$ cat config.mk
export PLATFORM = sky130hd
export DESIGN_NAME = mm_accel_top
export DESIGN_NICKNAME = d
export VERILOG_FILES = /design/src/rtl/mm_data_pkg.sv /design/src/rtl/mm_ctrl_pkg.sv /design/src/rtl/mac_pe.sv /design/src/rtl/mm_feeder.sv /design/src/rtl/dma_engine.sv /design/src/rtl/mm_accel_top.sv
export VERILOG_INCLUDE_DIRS = /design/src /design/src/rtl
export SDC_FILE = /design/constraint.sdc
export NUM_CORES = 2
export LEC_CHECK = 0
export BUFFER_PORTS_ARGS = -buffer_cell sky130_fd_sc_hd__buf_2
export CORE_ASPECT_RATIO = 1.5
export CORE_MARGIN = 2
export CORE_UTILIZATION = 50
export DETAILED_ROUTE_END_ITERATION = 7
export PLACE_DENSITY = 0.77
export SYNTH_ARGS = -nofsm -noshare
export SYNTH_HDL_FRONTEND = slang
export SYNTH_SLANG_ARGS = --single-unit
$ cat constraint.sdc
create_clock -name clk -period 15.2 [get_ports clk]
set_clock_uncertainty 0.05 [all_clocks]
set_input_delay 3.04 -clock clk [delete_from_list [all_inputs] [get_ports clk]]
set_output_delay 3.04 -clock clk [all_outputs]
set_load 0.05 [all_outputs]
$ cat src/rtl/mm_settings.svh
/* matrix-multiply accelerator settings
   array size, element and accumulator widths, buffer addressing */
`ifndef MM_SETTINGS_SVH
`define MM_SETTINGS_SVH

// systolic array dimension, also matrix rows, columns and beats per row burst
`define MM_SA_WIDTH 4

// signed operand width
`define MM_ELEM_W 8

// accumulator width, holds 4 x (-128 x -128)
`define MM_ACC_W 20

// one row word per buffer entry
`define MM_BUF_AW 2

`endif

$ cat src/rtl/mm_data_pkg.sv
/* data formats for the matrix-multiply accelerator
   operands, accumulators, bus words and byte addresses */
`include "mm_settings.svh"

package mm_data_pkg;

    // one matrix element
    typedef logic signed [`MM_ELEM_W-1:0] elem_t;

    // PE accumulator
    typedef logic signed [`MM_ACC_W-1:0] accum_t;

    // bus data word, one matrix row, element 0 in the low byte
    typedef logic [31:0] word_t;

    // byte address on the memory side
    typedef logic [31:0] addr_t;

endpackage

$ cat src/rtl/mm_ctrl_pkg.sv
/* control encodings for the matrix-multiply accelerator
   DMA states and read transaction ids */
package mm_ctrl_pkg;

    // dma engine sequence
    typedef enum logic [2:0] {
        IDLE,
        ADDR_A,
        ADDR_B,
        LOAD,
        WAIT_MM,
        ADDR_C,
        WRITE_C,
        WAIT_B
    } dma_state_e;

    // read id, selects the destination buffer of an R beat
    typedef enum logic {ID_A = 1'b0, ID_B = 1'b1} rd_id_e;

endpackage

$ cat src/rtl/mac_pe.sv
/* systolic processing element
   multiply-accumulate with registered east and south forwarding */
`timescale 1ns/1ps
`include "mm_settings.svh"

module mac_pe (
    input  logic                clk,
    input  logic                rst_n,
    input  logic                clear_i,
    input  mm_data_pkg::elem_t  a_i,
    input  mm_data_pkg::elem_t  b_i,
    output mm_data_pkg::elem_t  a_o,
    output mm_data_pkg::elem_t  b_o,
    output mm_data_pkg::accum_t acc_o
);
    import mm_data_pkg::*;

    elem_t  a_r;
    elem_t  b_r;
    accum_t acc_r;
    accum_t prod;

    // widen before the multiply so the signed product is kept whole
    assign prod = accum_t'(a_i) * accum_t'(b_i);

    always_ff @(posedge clk) begin
        if (!rst_n || clear_i) begin
            a_r   <= '0;
            b_r   <= '0;
            acc_r <= '0;
        end else begin
            a_r   <= a_i;
            b_r   <= b_i;
            acc_r <= acc_r + prod;
        end
    end

    assign a_o   = a_r;
    assign b_o   = b_r;
    assign acc_o = acc_r;

endmodule

$ cat src/rtl/mm_feeder.sv
/* operand feeder for the systolic array
   holds row buffers A and B and drives skewed wavefronts into the edges */
`timescale 1ns/1ps
`include "mm_settings.svh"

module mm_feeder (
    input  logic                  clk,
    input  logic                  rst_n,
    input  logic                  buf_a_wren_i,
    input  logic [`MM_BUF_AW-1:0] buf_a_waddr_i,
    input  mm_data_pkg::word_t    buf_a_wdata_i,
    input  logic                  buf_b_wren_i,
    input  logic [`MM_BUF_AW-1:0] buf_b_waddr_i,
    input  mm_data_pkg::word_t    buf_b_wdata_i,
    input  logic                  mm_start_i,
    output logic                  clear_o,
    output mm_data_pkg::elem_t    a_west_o [`MM_SA_WIDTH],
    output mm_data_pkg::elem_t    b_north_o [`MM_SA_WIDTH],
    output logic                  mm_done_o
);
    import mm_data_pkg::*;

    localparam int SA        = `MM_SA_WIDTH;
    localparam int EW        = `MM_ELEM_W;
    localparam int STEP_W    = $clog2(3 * SA - 2);
    localparam logic [STEP_W-1:0] LAST_STEP = STEP_W'(3 * SA - 3);

    // one row per word, element k in byte k
    word_t             buf_a [SA];
    word_t             buf_b [SA];
    logic [STEP_W-1:0] step;
    logic              busy;
    // one idle cycle so the last product lands before done
    logic              drain;

    always_ff @(posedge clk) begin
        if (buf_a_wren_i)
            buf_a[buf_a_waddr_i] <= buf_a_wdata_i;
        if (buf_b_wren_i)
            buf_b[buf_b_waddr_i] <= buf_b_wdata_i;
    end

    always_ff @(posedge clk) begin
        if (!rst_n) begin
            step      <= '0;
            busy      <= 1'b0;
            drain     <= 1'b0;
            mm_done_o <= 1'b0;
        end else begin
            mm_done_o <= drain;
            drain     <= 1'b0;
            if (mm_start_i) begin
                step <= '0;
                busy <= 1'b1;
            end else if (busy) begin
                if (step == LAST_STEP) begin
                    busy  <= 1'b0;
                    drain <= 1'b1;
                end else begin
                    step <= step + 1'b1;
                end
            end
        end
    end

    // PEs start clean with the run
    assign clear_o = mm_start_i;

    // row i sees A[i][t-i], column j sees B[t-j][j], zero outside the diagonal
    always_comb begin : wavefront
        int k;
        for (int i = 0; i < SA; i++) begin
            k            = int'(step) - i;
            a_west_o[i]  = '0;
            b_north_o[i] = '0;
            if (busy && k >= 0 && k < SA) begin
                a_west_o[i]  = buf_a[i][k*EW +: EW];
                b_north_o[i] = buf_b[k][i*EW +: EW];
            end
        end
    end

endmodule

$ cat src/rtl/dma_engine.sv
/* DMA engine of the matrix-multiply accelerator
   reads A and B over AXI into the row buffers, starts the array,
   then streams the accumulators back to memory as one write burst */
`timescale 1ns/1ps
`include "mm_settings.svh"

module dma_engine (
    input  logic                         clk,
    input  logic                         rst_n,
    // configuration
    input  mm_data_pkg::addr_t           mat_a_addr_i,
    input  mm_data_pkg::addr_t           mat_b_addr_i,
    input  mm_data_pkg::addr_t           mat_c_addr_i,
    input  logic                         start_i,
    output logic                         done_o,
    // AR channel
    output logic                         arvalid_o,
    output mm_data_pkg::addr_t           araddr_o,
    output logic [7:0]                   arlen_o,
    output mm_ctrl_pkg::rd_id_e          arid_o,
    input  logic                         arready_i,
    // R channel
    input  logic                         rvalid_i,
    input  mm_data_pkg::word_t           rdata_i,
    input  mm_ctrl_pkg::rd_id_e          rid_i,
    input  logic                         rlast_i,
    output logic                         rready_o,
    // AW channel
    output logic                         awvalid_o,
    output mm_data_pkg::addr_t           awaddr_o,
    output logic [7:0]                   awlen_o,
    input  logic                         awready_i,
    // W channel
    output logic                         wvalid_o,
    output mm_data_pkg::word_t           wdata_o,
    output logic                         wlast_o,
    input  logic                         wready_i,
    // B channel
    input  logic                         bvalid_i,
    output logic                         bready_o,
    // row buffer writes
    output logic                         buf_a_wren_o,
    output logic [`MM_BUF_AW-1:0]        buf_a_waddr_o,
    output mm_data_pkg::word_t           buf_a_wdata_o,
    output logic                         buf_b_wren_o,
    output logic [`MM_BUF_AW-1:0]        buf_b_waddr_o,
    output mm_data_pkg::word_t           buf_b_wdata_o,
    // array control
    output logic                         mm_start_o,
    input  logic                         mm_done_i,
    input  mm_data_pkg::accum_t          accum_i [`MM_SA_WIDTH][`MM_SA_WIDTH]
);
    import mm_data_pkg::*;
    import mm_ctrl_pkg::*;

    localparam int AW = `MM_BUF_AW;
    localparam logic [7:0] RD_LEN = 8'(`MM_SA_WIDTH - 1);
    localparam logic [7:0] WR_LEN = 8'(`MM_SA_WIDTH * `MM_SA_WIDTH - 1);
    localparam logic [2*AW-1:0] LAST_C = (2*AW)'(`MM_SA_WIDTH * `MM_SA_WIDTH - 1);

    dma_state_e      state;
    dma_state_e      state_nx;
    addr_t           addr_a_r;
    addr_t           addr_b_r;
    addr_t           addr_c_r;
    // per-id beat counters double as buffer addresses
    logic [AW-1:0]   cnt_a;
    logic [AW-1:0]   cnt_b;
    logic            last_a;
    logic            last_b;
    // C beat counter, upper half row, lower half column
    logic [2*AW-1:0] cnt_c;
    logic            r_hs;
    logic            w_hs;
    logic            load_done;
    logic            run_start;
    accum_t          cur_acc;

    assign r_hs      = rvalid_i && rready_o;
    assign w_hs      = wvalid_o && wready_i;
    assign load_done = last_a && last_b;
    assign run_start = (state == IDLE) && start_i;

    // read requests, A first then B
    assign arvalid_o = (state == ADDR_A) || (state == ADDR_B);
    assign araddr_o  = (state == ADDR_B) ? addr_b_r : addr_a_r;
    assign arid_o    = (state == ADDR_B) ? ID_B : ID_A;
    assign arlen_o   = RD_LEN;
    assign rready_o  = (state == LOAD) && !load_done;

    // write burst of C
    assign awvalid_o = (state == ADDR_C);
    assign awaddr_o  = addr_c_r;
    assign awlen_o   = WR_LEN;
    assign wvalid_o  = (state == WRITE_C);
    assign wlast_o   = wvalid_o && (cnt_c == LAST_C);
    assign bready_o  = (state == WAIT_B);

    // row-major pick, sign-extended to the bus word
    assign cur_acc = accum_i[cnt_c[2*AW-1:AW]][cnt_c[AW-1:0]];
    assign wdata_o = {{(32-`MM_ACC_W){cur_acc[`MM_ACC_W-1]}}, cur_acc};

    always_comb begin
        state_nx = state;
        case (state)
            IDLE:
                if (start_i)
                    state_nx = ADDR_A;
            ADDR_A:
                if (arready_i)
                    state_nx = ADDR_B;
            ADDR_B:
                if (arready_i)
                    state_nx = LOAD;
            // both ids may interleave, leave once each has seen rlast
            LOAD:
                if (load_done)
                    state_nx = WAIT_MM;
            WAIT_MM:
                if (mm_done_i)
                    state_nx = ADDR_C;
            ADDR_C:
                if (awready_i)
                    state_nx = WRITE_C;
            WRITE_C:
                if (w_hs && wlast_o)
                    state_nx = WAIT_B;
            WAIT_B:
                if (bvalid_i)
                    state_nx = IDLE;
            default:
                state_nx = IDLE;
        endcase
    end

    always_ff @(posedge clk) begin
        if (!rst_n) begin
            state        <= IDLE;
            cnt_a        <= '0;
            cnt_b        <= '0;
            last_a       <= 1'b0;
            last_b       <= 1'b0;
            cnt_c        <= '0;
            buf_a_wren_o <= 1'b0;
            buf_b_wren_o <= 1'b0;
            mm_start_o   <= 1'b0;
            done_o       <= 1'b0;
        end else begin
            state        <= state_nx;
            buf_a_wren_o <= 1'b0;
            buf_b_wren_o <= 1'b0;
            // single-cycle pulses tied to state exits
            mm_start_o   <= (state == LOAD) && load_done;
            done_o       <= (state == WAIT_B) && bvalid_i;
            if (run_start) begin
                cnt_a  <= '0;
                cnt_b  <= '0;
                last_a <= 1'b0;
                last_b <= 1'b0;
                cnt_c  <= '0;
            end
            // steer each R beat by id
            if (r_hs && rid_i == ID_A) begin
                buf_a_wren_o <= 1'b1;
                cnt_a        <= cnt_a + 1'b1;
                if (rlast_i)
                    last_a <= 1'b1;
            end
            if (r_hs && rid_i == ID_B) begin
                buf_b_wren_o <= 1'b1;
                cnt_b        <= cnt_b + 1'b1;
                if (rlast_i)
                    last_b <= 1'b1;
            end
            if (w_hs)
                cnt_c <= cnt_c + 1'b1;
        end
    end

    // base addresses held for the whole run
    always_ff @(posedge clk) begin
        if (run_start) begin
            addr_a_r <= mat_a_addr_i;
            addr_b_r <= mat_b_addr_i;
            addr_c_r <= mat_c_addr_i;
        end
        if (r_hs && rid_i == ID_A) begin
            buf_a_waddr_o <= cnt_a;
            buf_a_wdata_o <= rdata_i;
        end
        if (r_hs && rid_i == ID_B) begin
            buf_b_waddr_o <= cnt_b;
            buf_b_wdata_o <= rdata_i;
        end
    end

endmodule

$ cat src/rtl/mm_accel_top.sv
/* matrix-multiply accelerator top
   DMA engine, operand feeder and the PE grid */
`timescale 1ns/1ps
`include "mm_settings.svh"

module mm_accel_top (
    input  logic                clk,
    input  logic                rst_n,
    input  mm_data_pkg::addr_t  mat_a_addr_i,
    input  mm_data_pkg::addr_t  mat_b_addr_i,
    input  mm_data_pkg::addr_t  mat_c_addr_i,
    input  logic                start_i,
    output logic                done_o,
    output logic                arvalid_o,
    output mm_data_pkg::addr_t  araddr_o,
    output logic [7:0]          arlen_o,
    output mm_ctrl_pkg::rd_id_e arid_o,
    input  logic                arready_i,
    input  logic                rvalid_i,
    input  mm_data_pkg::word_t  rdata_i,
    input  mm_ctrl_pkg::rd_id_e rid_i,
    input  logic                rlast_i,
    output logic                rready_o,
    output logic                awvalid_o,
    output mm_data_pkg::addr_t  awaddr_o,
    output logic [7:0]          awlen_o,
    input  logic                awready_i,
    output logic                wvalid_o,
    output mm_data_pkg::word_t  wdata_o,
    output logic                wlast_o,
    input  logic                wready_i,
    input  logic                bvalid_i,
    output logic                bready_o
);
    import mm_data_pkg::*;

    localparam int SA = `MM_SA_WIDTH;

    logic                  buf_a_wren;
    logic                  buf_b_wren;
    logic [`MM_BUF_AW-1:0] buf_a_waddr;
    logic [`MM_BUF_AW-1:0] buf_b_waddr;
    word_t                 buf_a_wdata;
    word_t                 buf_b_wdata;
    logic                  mm_start;
    logic                  mm_done;
    logic                  clear;
    elem_t                 a_west [SA];
    elem_t                 b_north [SA];
    // horizontal links, column SA is the unused east edge
    elem_t                 a_h [SA][SA+1];
    // vertical links, row SA is the unused south edge
    elem_t                 b_v [SA+1][SA];
    accum_t                accum [SA][SA];

    dma_engine u_dma (
        .clk           (clk),
        .rst_n         (rst_n),
        .mat_a_addr_i  (mat_a_addr_i),
        .mat_b_addr_i  (mat_b_addr_i),
        .mat_c_addr_i  (mat_c_addr_i),
        .start_i       (start_i),
        .done_o        (done_o),
        .arvalid_o     (arvalid_o),
        .araddr_o      (araddr_o),
        .arlen_o       (arlen_o),
        .arid_o        (arid_o),
        .arready_i     (arready_i),
        .rvalid_i      (rvalid_i),
        .rdata_i       (rdata_i),
        .rid_i         (rid_i),
        .rlast_i       (rlast_i),
        .rready_o      (rready_o),
        .awvalid_o     (awvalid_o),
        .awaddr_o      (awaddr_o),
        .awlen_o       (awlen_o),
        .awready_i     (awready_i),
        .wvalid_o      (wvalid_o),
        .wdata_o       (wdata_o),
        .wlast_o       (wlast_o),
        .wready_i      (wready_i),
        .bvalid_i      (bvalid_i),
        .bready_o      (bready_o),
        .buf_a_wren_o  (buf_a_wren),
        .buf_a_waddr_o (buf_a_waddr),
        .buf_a_wdata_o (buf_a_wdata),
        .buf_b_wren_o  (buf_b_wren),
        .buf_b_waddr_o (buf_b_waddr),
        .buf_b_wdata_o (buf_b_wdata),
        .mm_start_o    (mm_start),
        .mm_done_i     (mm_done),
        .accum_i       (accum)
    );

    mm_feeder u_feeder (
        .clk           (clk),
        .rst_n         (rst_n),
        .buf_a_wren_i  (buf_a_wren),
        .buf_a_waddr_i (buf_a_waddr),
        .buf_a_wdata_i (buf_a_wdata),
        .buf_b_wren_i  (buf_b_wren),
        .buf_b_waddr_i (buf_b_waddr),
        .buf_b_wdata_i (buf_b_wdata),
        .mm_start_i    (mm_start),
        .clear_o       (clear),
        .a_west_o      (a_west),
        .b_north_o     (b_north),
        .mm_done_o     (mm_done)
    );

    // PE(i,j) takes a from the west and b from the north
    for (genvar i = 0; i < SA; i++) begin : g_row
        assign a_h[i][0] = a_west[i];
        assign b_v[0][i] = b_north[i];
        for (genvar j = 0; j < SA; j++) begin : g_col
            mac_pe u_pe (
                .clk     (clk),
                .rst_n   (rst_n),
                .clear_i (clear),
                .a_i     (a_h[i][j]),
                .b_i     (b_v[i][j]),
                .a_o     (a_h[i][j+1]),
                .b_o     (b_v[i+1][j]),
                .acc_o   (accum[i][j])
            );
        end
    end

endmodule

Word-level counts from Yosys, hierarchy flattened. Memories as Yosys holds them, arrays and structs flattened. A register that Yosys moved wholly into a read port is not among the register bits. Cells that the tools add are included.

Bits in registers: 700. RAM bits: 256. Bits of input ports: 138. Output and inout bits: 120. Word-level logic and storage cells: 218. Memories: 2.

Memory list: u_feeder.buf_a (depth 4, width 32, read ports 4, clocked after memory_dff 0, write ports 1, RTL line mm_feeder.sv:29) `word_t buf_a [SA];`; u_feeder.buf_b (depth 4, width 32, read ports 4, clocked after memory_dff 1, write ports 1, RTL line mm_feeder.sv:30) `word_t buf_b [SA];`.

Add/subtract/negate cells: 23. $mul: 16. Magnitude comparators: 10. Equality and inequality tests: 17. Shifts and indexed selects: 4. Multiplexer cells: 48. Bitwise operators: 6. Reductions and logical operators: 31.

Operators with widths (number): $add A20 B20 Y20 (16); $mul A8 B8 Y16 (16); $bmux W80 S2 (1); $mux W80 (2); $ge A32 B1 Y1 const B (3); $lt A32 B4 Y1 const B (3); $shiftx A32 B32 Y8 (3); $mux W8 (8); $bmux W20 S2 (1); $mux W20 (2); $mux W32 (1); $shiftx A32 B8 Y8 (1); $mux W3 (8); $pmux W3 S8 (1); $logic_and A1 B1 Y1 (19); $mux W1 (17); $eq A3 B3 Y1 const B (4); $mux W2 (5); $ne A2 B2 Y1 const B (5); $sub A4 B2 Y5 const B (2); $add A4 B1 Y4 const B (2); $eq A4 B4 Y1 const B (2); $mux W4 (2); $reduce_and A8 Y1 (1); other kinds (17) (30).

Depth between registers and ports, before layout.
Depth after elaboration: 7. Depth in mapped cells: 36. Depth with buffers taken out: 33.

Cells and area by module. From an unflattened synthesis, not the netlist that was laid out.

Cell total of the unflattened synthesis: 8232. Area, all modules: 91768.0 µm².

Modules (own cells, without submodules): mac_pe (g_row[1].g_col[0].u_pe ...) (times used 9, cells an instance 450, area an instance 4518.1 µm², sequential area each 720.7 µm²); mac_pe (g_row[0].g_col[0].u_pe ...) (times used 3, cells an instance 453, area an instance 4513.1 µm², sequential area each 720.7 µm²); mm_feeder (times used 1, cells an instance 495, area an instance 10453.8 µm², sequential area each 7867.5 µm²); dma_engine (times used 1, cells an instance 521, area an instance 8939.8 µm², sequential area each 5265.0 µm²); mac_pe (g_row[3].g_col[2].u_pe) (times used 1, cells an instance 453, area an instance 4555.6 µm², sequential area each 720.7 µm²); mac_pe (g_row[3].g_col[1].u_pe) (times used 1, cells an instance 452, area an instance 4553.1 µm², sequential area each 720.7 µm²); mac_pe (g_row[0].g_col[3].u_pe) (times used 1, cells an instance 449, area an instance 4543.1 µm², sequential area each 720.7 µm²); mac_pe (g_row[3].g_col[3].u_pe) (times used 1, cells an instance 453, area an instance 4520.6 µm², sequential area each 720.7 µm²).

Worst setup path before layout. OpenSTA, ideal clock, no wires.

Kind: register to register. From: reg u_feeder.step[0]. To: reg g_row[3].g_col[0].u_pe.acc_r[19]. Setup time: 0.128 ns. Arrival time: 7.979 ns. Required time: 15.022 ns. Slack: 7.044 ns. Cell stages (with the launch flop): 34. Buffers on the path: 6. Clock period less this slack: 8.156 ns. Path through: dfxtp_1 -> buf_4 -> buf_2 -> buf_2 -> inv_1 -> ha_1 -> clkbuf_1 -> buf_2 -> buf_1 -> mux4_2 -> nor2b_1 -> and2_1 -> fa_1 -> fa_1 -> inv_1 -> fa_1 -> fa_1 -> inv_1 -> ha_1 -> a21o_1 -> a21oi_1 -> o21bai_1 -> a21oi_1 -> o21bai_1 -> a21oi_1 -> or4b_1 -> o211ai_1 -> ha_1 -> nand4_1 -> or4_1 -> a311oi_1 -> nor2_1 -> xnor3_1 -> nor2_1.

RTL lines: start: declaration (RTL line mm_feeder.sv:31) `logic [STEP_W-1:0] step;`; start signal: assignment (RTL line mm_feeder.sv:60) `step <= step + 1'b1;`; end signal: assignment (RTL line mac_pe.sv:34) `acc_r <= acc_r + prod;`; end: declaration (RTL line mac_pe.sv:20) `accum_t acc_r;`.

Final worst setup path.
From: reg u_feeder.step[2]. To: reg g_row[0].g_col[2].u_pe.acc_r[18].

Word-level cells in the longest chain between the ends: 7. Elaborated cells between the ends (all ways): 8. Those cells by class: 2 x add/sub; 1 x mul; 2 x order compare; 1 x mux; 2 x reduce/logical.

RTL lines: $sub A4 B2 Y5 * (RTL line mm_feeder.sv:73) `k = int'(step) - i;`; $ge A32 B1 Y1 (RTL line mm_feeder.sv:76) `if (busy && k >= 0 && k < SA) begin`; $logic_and A1 B1 Y1 (RTL line mm_feeder.sv:76); $logic_and A1 B1 Y1 * (RTL line mm_feeder.sv:76); $mux W8 * (RTL line mm_feeder.sv:76); $mul A8 B8 Y16 * (RTL line mac_pe.sv:24) `assign prod = accum_t'(a_i) * accum_t'(b_i);`; $add A20 B20 Y20 * (RTL line mac_pe.sv:34); end signal: assignment (RTL line mac_pe.sv:34); end: declaration (RTL line mac_pe.sv:20).

Every way passes the cells marked *; elsewhere a longest branch is shown, timed or not. A chain may end at the register's enable or synchronous reset.

==> results.py <==
metrics = {
    "status": {
        "outcome": "complete, no violations",
    },
    "drt": {
        "drtPass1Iterations": 5,
        "wl_per_cell_um": 20.60,
        "wirelength_um": 220600,
        "drt-initial-drc-count": 3659,
        "ant_nets": 0,
        "vias_per_cell": 5.547,
        "drcViolationCount": 0,
        "dr_total_vias": 59400,
    },
    "worst_hold_path": {
        "hold_path.startpoint": "u_feeder.drain",
        "hold_depth": 1,
        "holdPathEnd": "u_feeder.mm_done_o",
        "holdCritPathClass": "flip-flop to flip-flop",
    },
    "worst_setup_path": {
        "endpoint_kind": "flip-flop",
        "r2r_start": "u_feeder.step[2]",
        "critPathMaxStageDelay_ns": 1.04,
        "cp_slowest_cell": "a211oi_1",
        "crit_type": "flip-flop to flip-flop",
        "regToRegSetupSlack_ns": 6.47,
        "path_delay_family": "compound AO/OA/AOI/OAI gates",
        "rr_worst_depth": 29,
        "cp_max_fo": 16,
        "cp.required_ns": 15.80,
        "cp.depth": 29,
        "critPathBufInv": 5,
        "worst_ep_arrival_time_ns": 9.34,
        "reg2reg_to": "g_row[0].g_col[2].u_pe.acc_o[18]",
        "path_common_cell": "inv_1",
        "start_kind": "flip-flop",
    },
    "synthesis": {
        "ys_warn_count": 0,
        "yosys-top-cells-count": "1,252 x inv_1, 896 x fa_1, 806 x and2_1, 780 x ha_1, 538 x dfxtp_1",
        "ys.flop_type": "dfxtp_1",
        "yosys.area.top_type": "fa_1",
        "synth_top_area_share_pct": 21.26,
        "syn-cell-area_um2": 84370,
        "avgSynthCellArea_um2": 10.32,
        "ys_seq_area_share_pct": 27.72,
        "synth-edff-count": 420,
        "synthTopCellsByArea": "fa_1 21%, edfxtp_1 15%, dfxtp_1 13%, ha_1 12%, and2_1 6.0%",
        "ys_ff_latch": 958,
        "syn-instance-count": 8179,
        "synth_most_common_cell": "inv_1",
        "yosysUniqueCellTypes": 89,
        "synthArstFlopShare_pct": 0,
    },
    "clock_tree": {
        "cts-resized-gates": 0,
        "cts_tree": "yes",
        "cts_hold_buf": 0,
        "cts_root_buf": "clkbuf_16",
        "cts.path.max_buffers": 3,
        "clkLatencyLatePin_ns": 0.75,
        "cts.htree.levels": 3,
        "clk_pin_slew_ns": 0.07,
        "cts_sinks": 958,
        "post_cts_buffers": 0,
        "numCtsBuffers": 97,
    },
    "sta": {
        "fmax_mhz": 114.5,
        "hold_viol_final": 0,
        "layout_setup_ws_ns": 6.467,
        "post-route-period-util_pct": 57.45,
        "setup_viol": 0,
        "drv_slew": 0,
        "rsz0062_at_grt": "no",
        "slew_headroom_pct": 23.28,
        "tightest_slew_ns": 1.148,
        "setup_tns_ns": 0,
        "fin_crit_ns": 8.733,
    },
    "global_routing": {
        "antenna_found_initial": 34,
        "grt_start_max_net_pins": 94,
        "grt_pass1_vias": 63460,
        "grt_first_pass_wirelength_um": 345900,
        "grt_usage_pct": 25.83,
        "gr-total-overflow": 0,
    },
    "placement": {
        "hpwl_um": 179900,
        "port-buffer-count": 241,
        "dpl_worst_slack_ns": 6.538,
        "routabilityCongestion": 0.9709,
    },
    "pwr": {
        "total_power_mw": 5.820,
        "leakagePower_nw": 40.99,
        "power_density_nw_per_um2": 63.69,
        "peakVddDrop_uv": 117.9,
    },
    "floorplan": {
        "die_h_um": 507.1,
        "core.rowCount": 184,
        "fp.coreArea_um2": 167600,
        "initial_core_util_pct": 50.34,
        "pin_count": 258,
        "die-area_um2": 172100,
        "dieWidth_um": 339.4,
    },
    "cells_and_area": {
        "num-fill-cells": 14320,
        "syn2layout_area_growth_pct": 8.306,
        "layout.nets": 10190,
        "drive_gt1_share_pct": 8.284,
    },
    "run": {
        "cap_violations": 0,
    },
}
[how the worst max path moves through the flow]
stage | end | startpoint | slack (ns)
2_1_floorplan | g_row[3].g_col[0].u_pe.acc_o[19] | u_feeder.step[0] | 7.04
3_3_place_gp | g_row[0].g_col[2].u_pe.acc_o[18] | u_feeder.step[2] | 6.62
3_5_place_dp | g_row[0].g_col[2].u_pe.acc_o[18] | u_feeder.step[2] | 6.54
4_1_cts | g_row[0].g_col[2].u_pe.acc_o[18] | u_feeder.step[2] | 6.56
5_1_grt | g_row[0].g_col[2].u_pe.acc_o[18] | u_feeder.step[2] | 5.89
6_report | g_row[0].g_col[2].u_pe.acc_o[18] | u_feeder.step[2] | 6.47
[routing by layer]
layer  global-route usage, %  wire length, um
met2                   46.30           112400
met5                       0              177
met3                   4.021            12620
met1                   27.40            77190
met4                   19.12            18250
[area by class of cell]
cell class | instances | area, um2 | share of cell area, %
Clock inverter | 62 | 823.3 | 0.9010
Multi-Input combinational cell | 5799 | 55560 | 60.81
Clock buffer | 121 | 2650 | 2.900
Timing Repair Buffer | 268 | 1409 | 1.542
Antenna cell | 14 | 35.03 | 0.03834
Sequential cell | 958 | 23390 | 25.60
Tap cell | 2232 | 2793 | 3.056
Inverter | 1254 | 4708 | 5.153
[logic make-up (layout without fill, tap and decap cells)]
kind of cell               after synthesis  in the layout  synth area share [%]
AOI/OAI and AO/OA                     1020           1020                 7.997
adders and majority gates             1676           1676                 32.83
buffers and inverters                 1436           1705                 6.557
xor gates and xnor gates               478            478                 5.161
and+or+nand+nor                       2395           2395                 14.74
other                                    2             30              0.008902
DFF                                    958            958                 27.72
muxes                                  214            214                 4.990
[sequential cells by signal, indices dropped and copies added (netlist names), 32 cells and up, named ones only]
register / count
g_row.g_col.u_pe.acc_o: 320
u_dma.addr_b_r: 32
g_row.g_col.u_pe.a_o: 96
u_dma.addr_a_r: 32
g_row.g_col.u_pe.b_o: 96
u_feeder.buf_b: 128
u_dma.buf_a_wdata_o: 32
u_feeder.buf_a: 128
u_dma.buf_b_wdata_o: 32
u_dma.awaddr_o: 32
[report_power, final]
part	leakage, nW	internal (mW)	switching [mW]	total [mW]
Sequential	8.16	2.76	0.0258	2.78
Clock	1.68	1.51	1.12	2.63
Combinational	31.1	0.0884	0.317	0.405
[metrics by stage]
stage | std cells | area (um2) | util (%) | hold slack (ns)
after floorplan | 8193 | 84420 | - | 0.3619
after global placement | 10510 | 87870 | 52.43 | 0.3827
after detailed placement | 10510 | 87870 | 52.43 | 0.3822
after CTS | 10690 | 91340 | 54.50 | 0.4024
after global routing | 10700 | 91360 | 54.51 | 0.4145
final | 10710 | 91380 | 54.52 | 0.4007
[worst register-to-register path: cells and delay by family, from the launching register on]
| family | cells | cell delay [ns] |
|---|---|---|
| adder cells (fa/ha/maj) | 7 | 2.94 |
| buffers and inverters | 5 | 0.62 |
| AND/OR/NAND/NOR | 2 | 0.61 |
| AO/OA/AOI/OAI | 14 | 3.74 |
| flip-flops | 1 | 0.52 |
| XOR/XNOR | 1 | 0.17 |
[layout by cell type, fill, tap and decap left out, types with 15 or more instances in the layout]
cell / n
clkbuf_16: 99
and3_1: 71
clkinv_2: 15
buf_2: 241
nor3_1: 134
or2_2: 27
nor4_1: 15
dfxtp_1: 535
o21bai_1: 69
inv_1: 1251
a21oi_1: 279
nor3b_1: 15
nand2_1: 432
nand3_1: 89
o21a_1: 61
o211ai_1: 36
a31oi_1: 38
buf_4: 27
mux2i_1: 19
bufinv_16: 15
a21o_1: 121
edfxtp_1: 420
mux4_2: 162
nor2_1: 513
a211oi_1: 76
nand2b_1: 112
nand4_1: 23
xnor2_1: 330
ha_1: 780
nor2b_1: 68
o21ai_0: 182
o31ai_1: 18
conb_1: 16
and2_1: 806
fa_1: 896
xor2_1: 136
or3_1: 36
mux2_2: 33
Note: power is estimated with default switching activity, not from simulation.
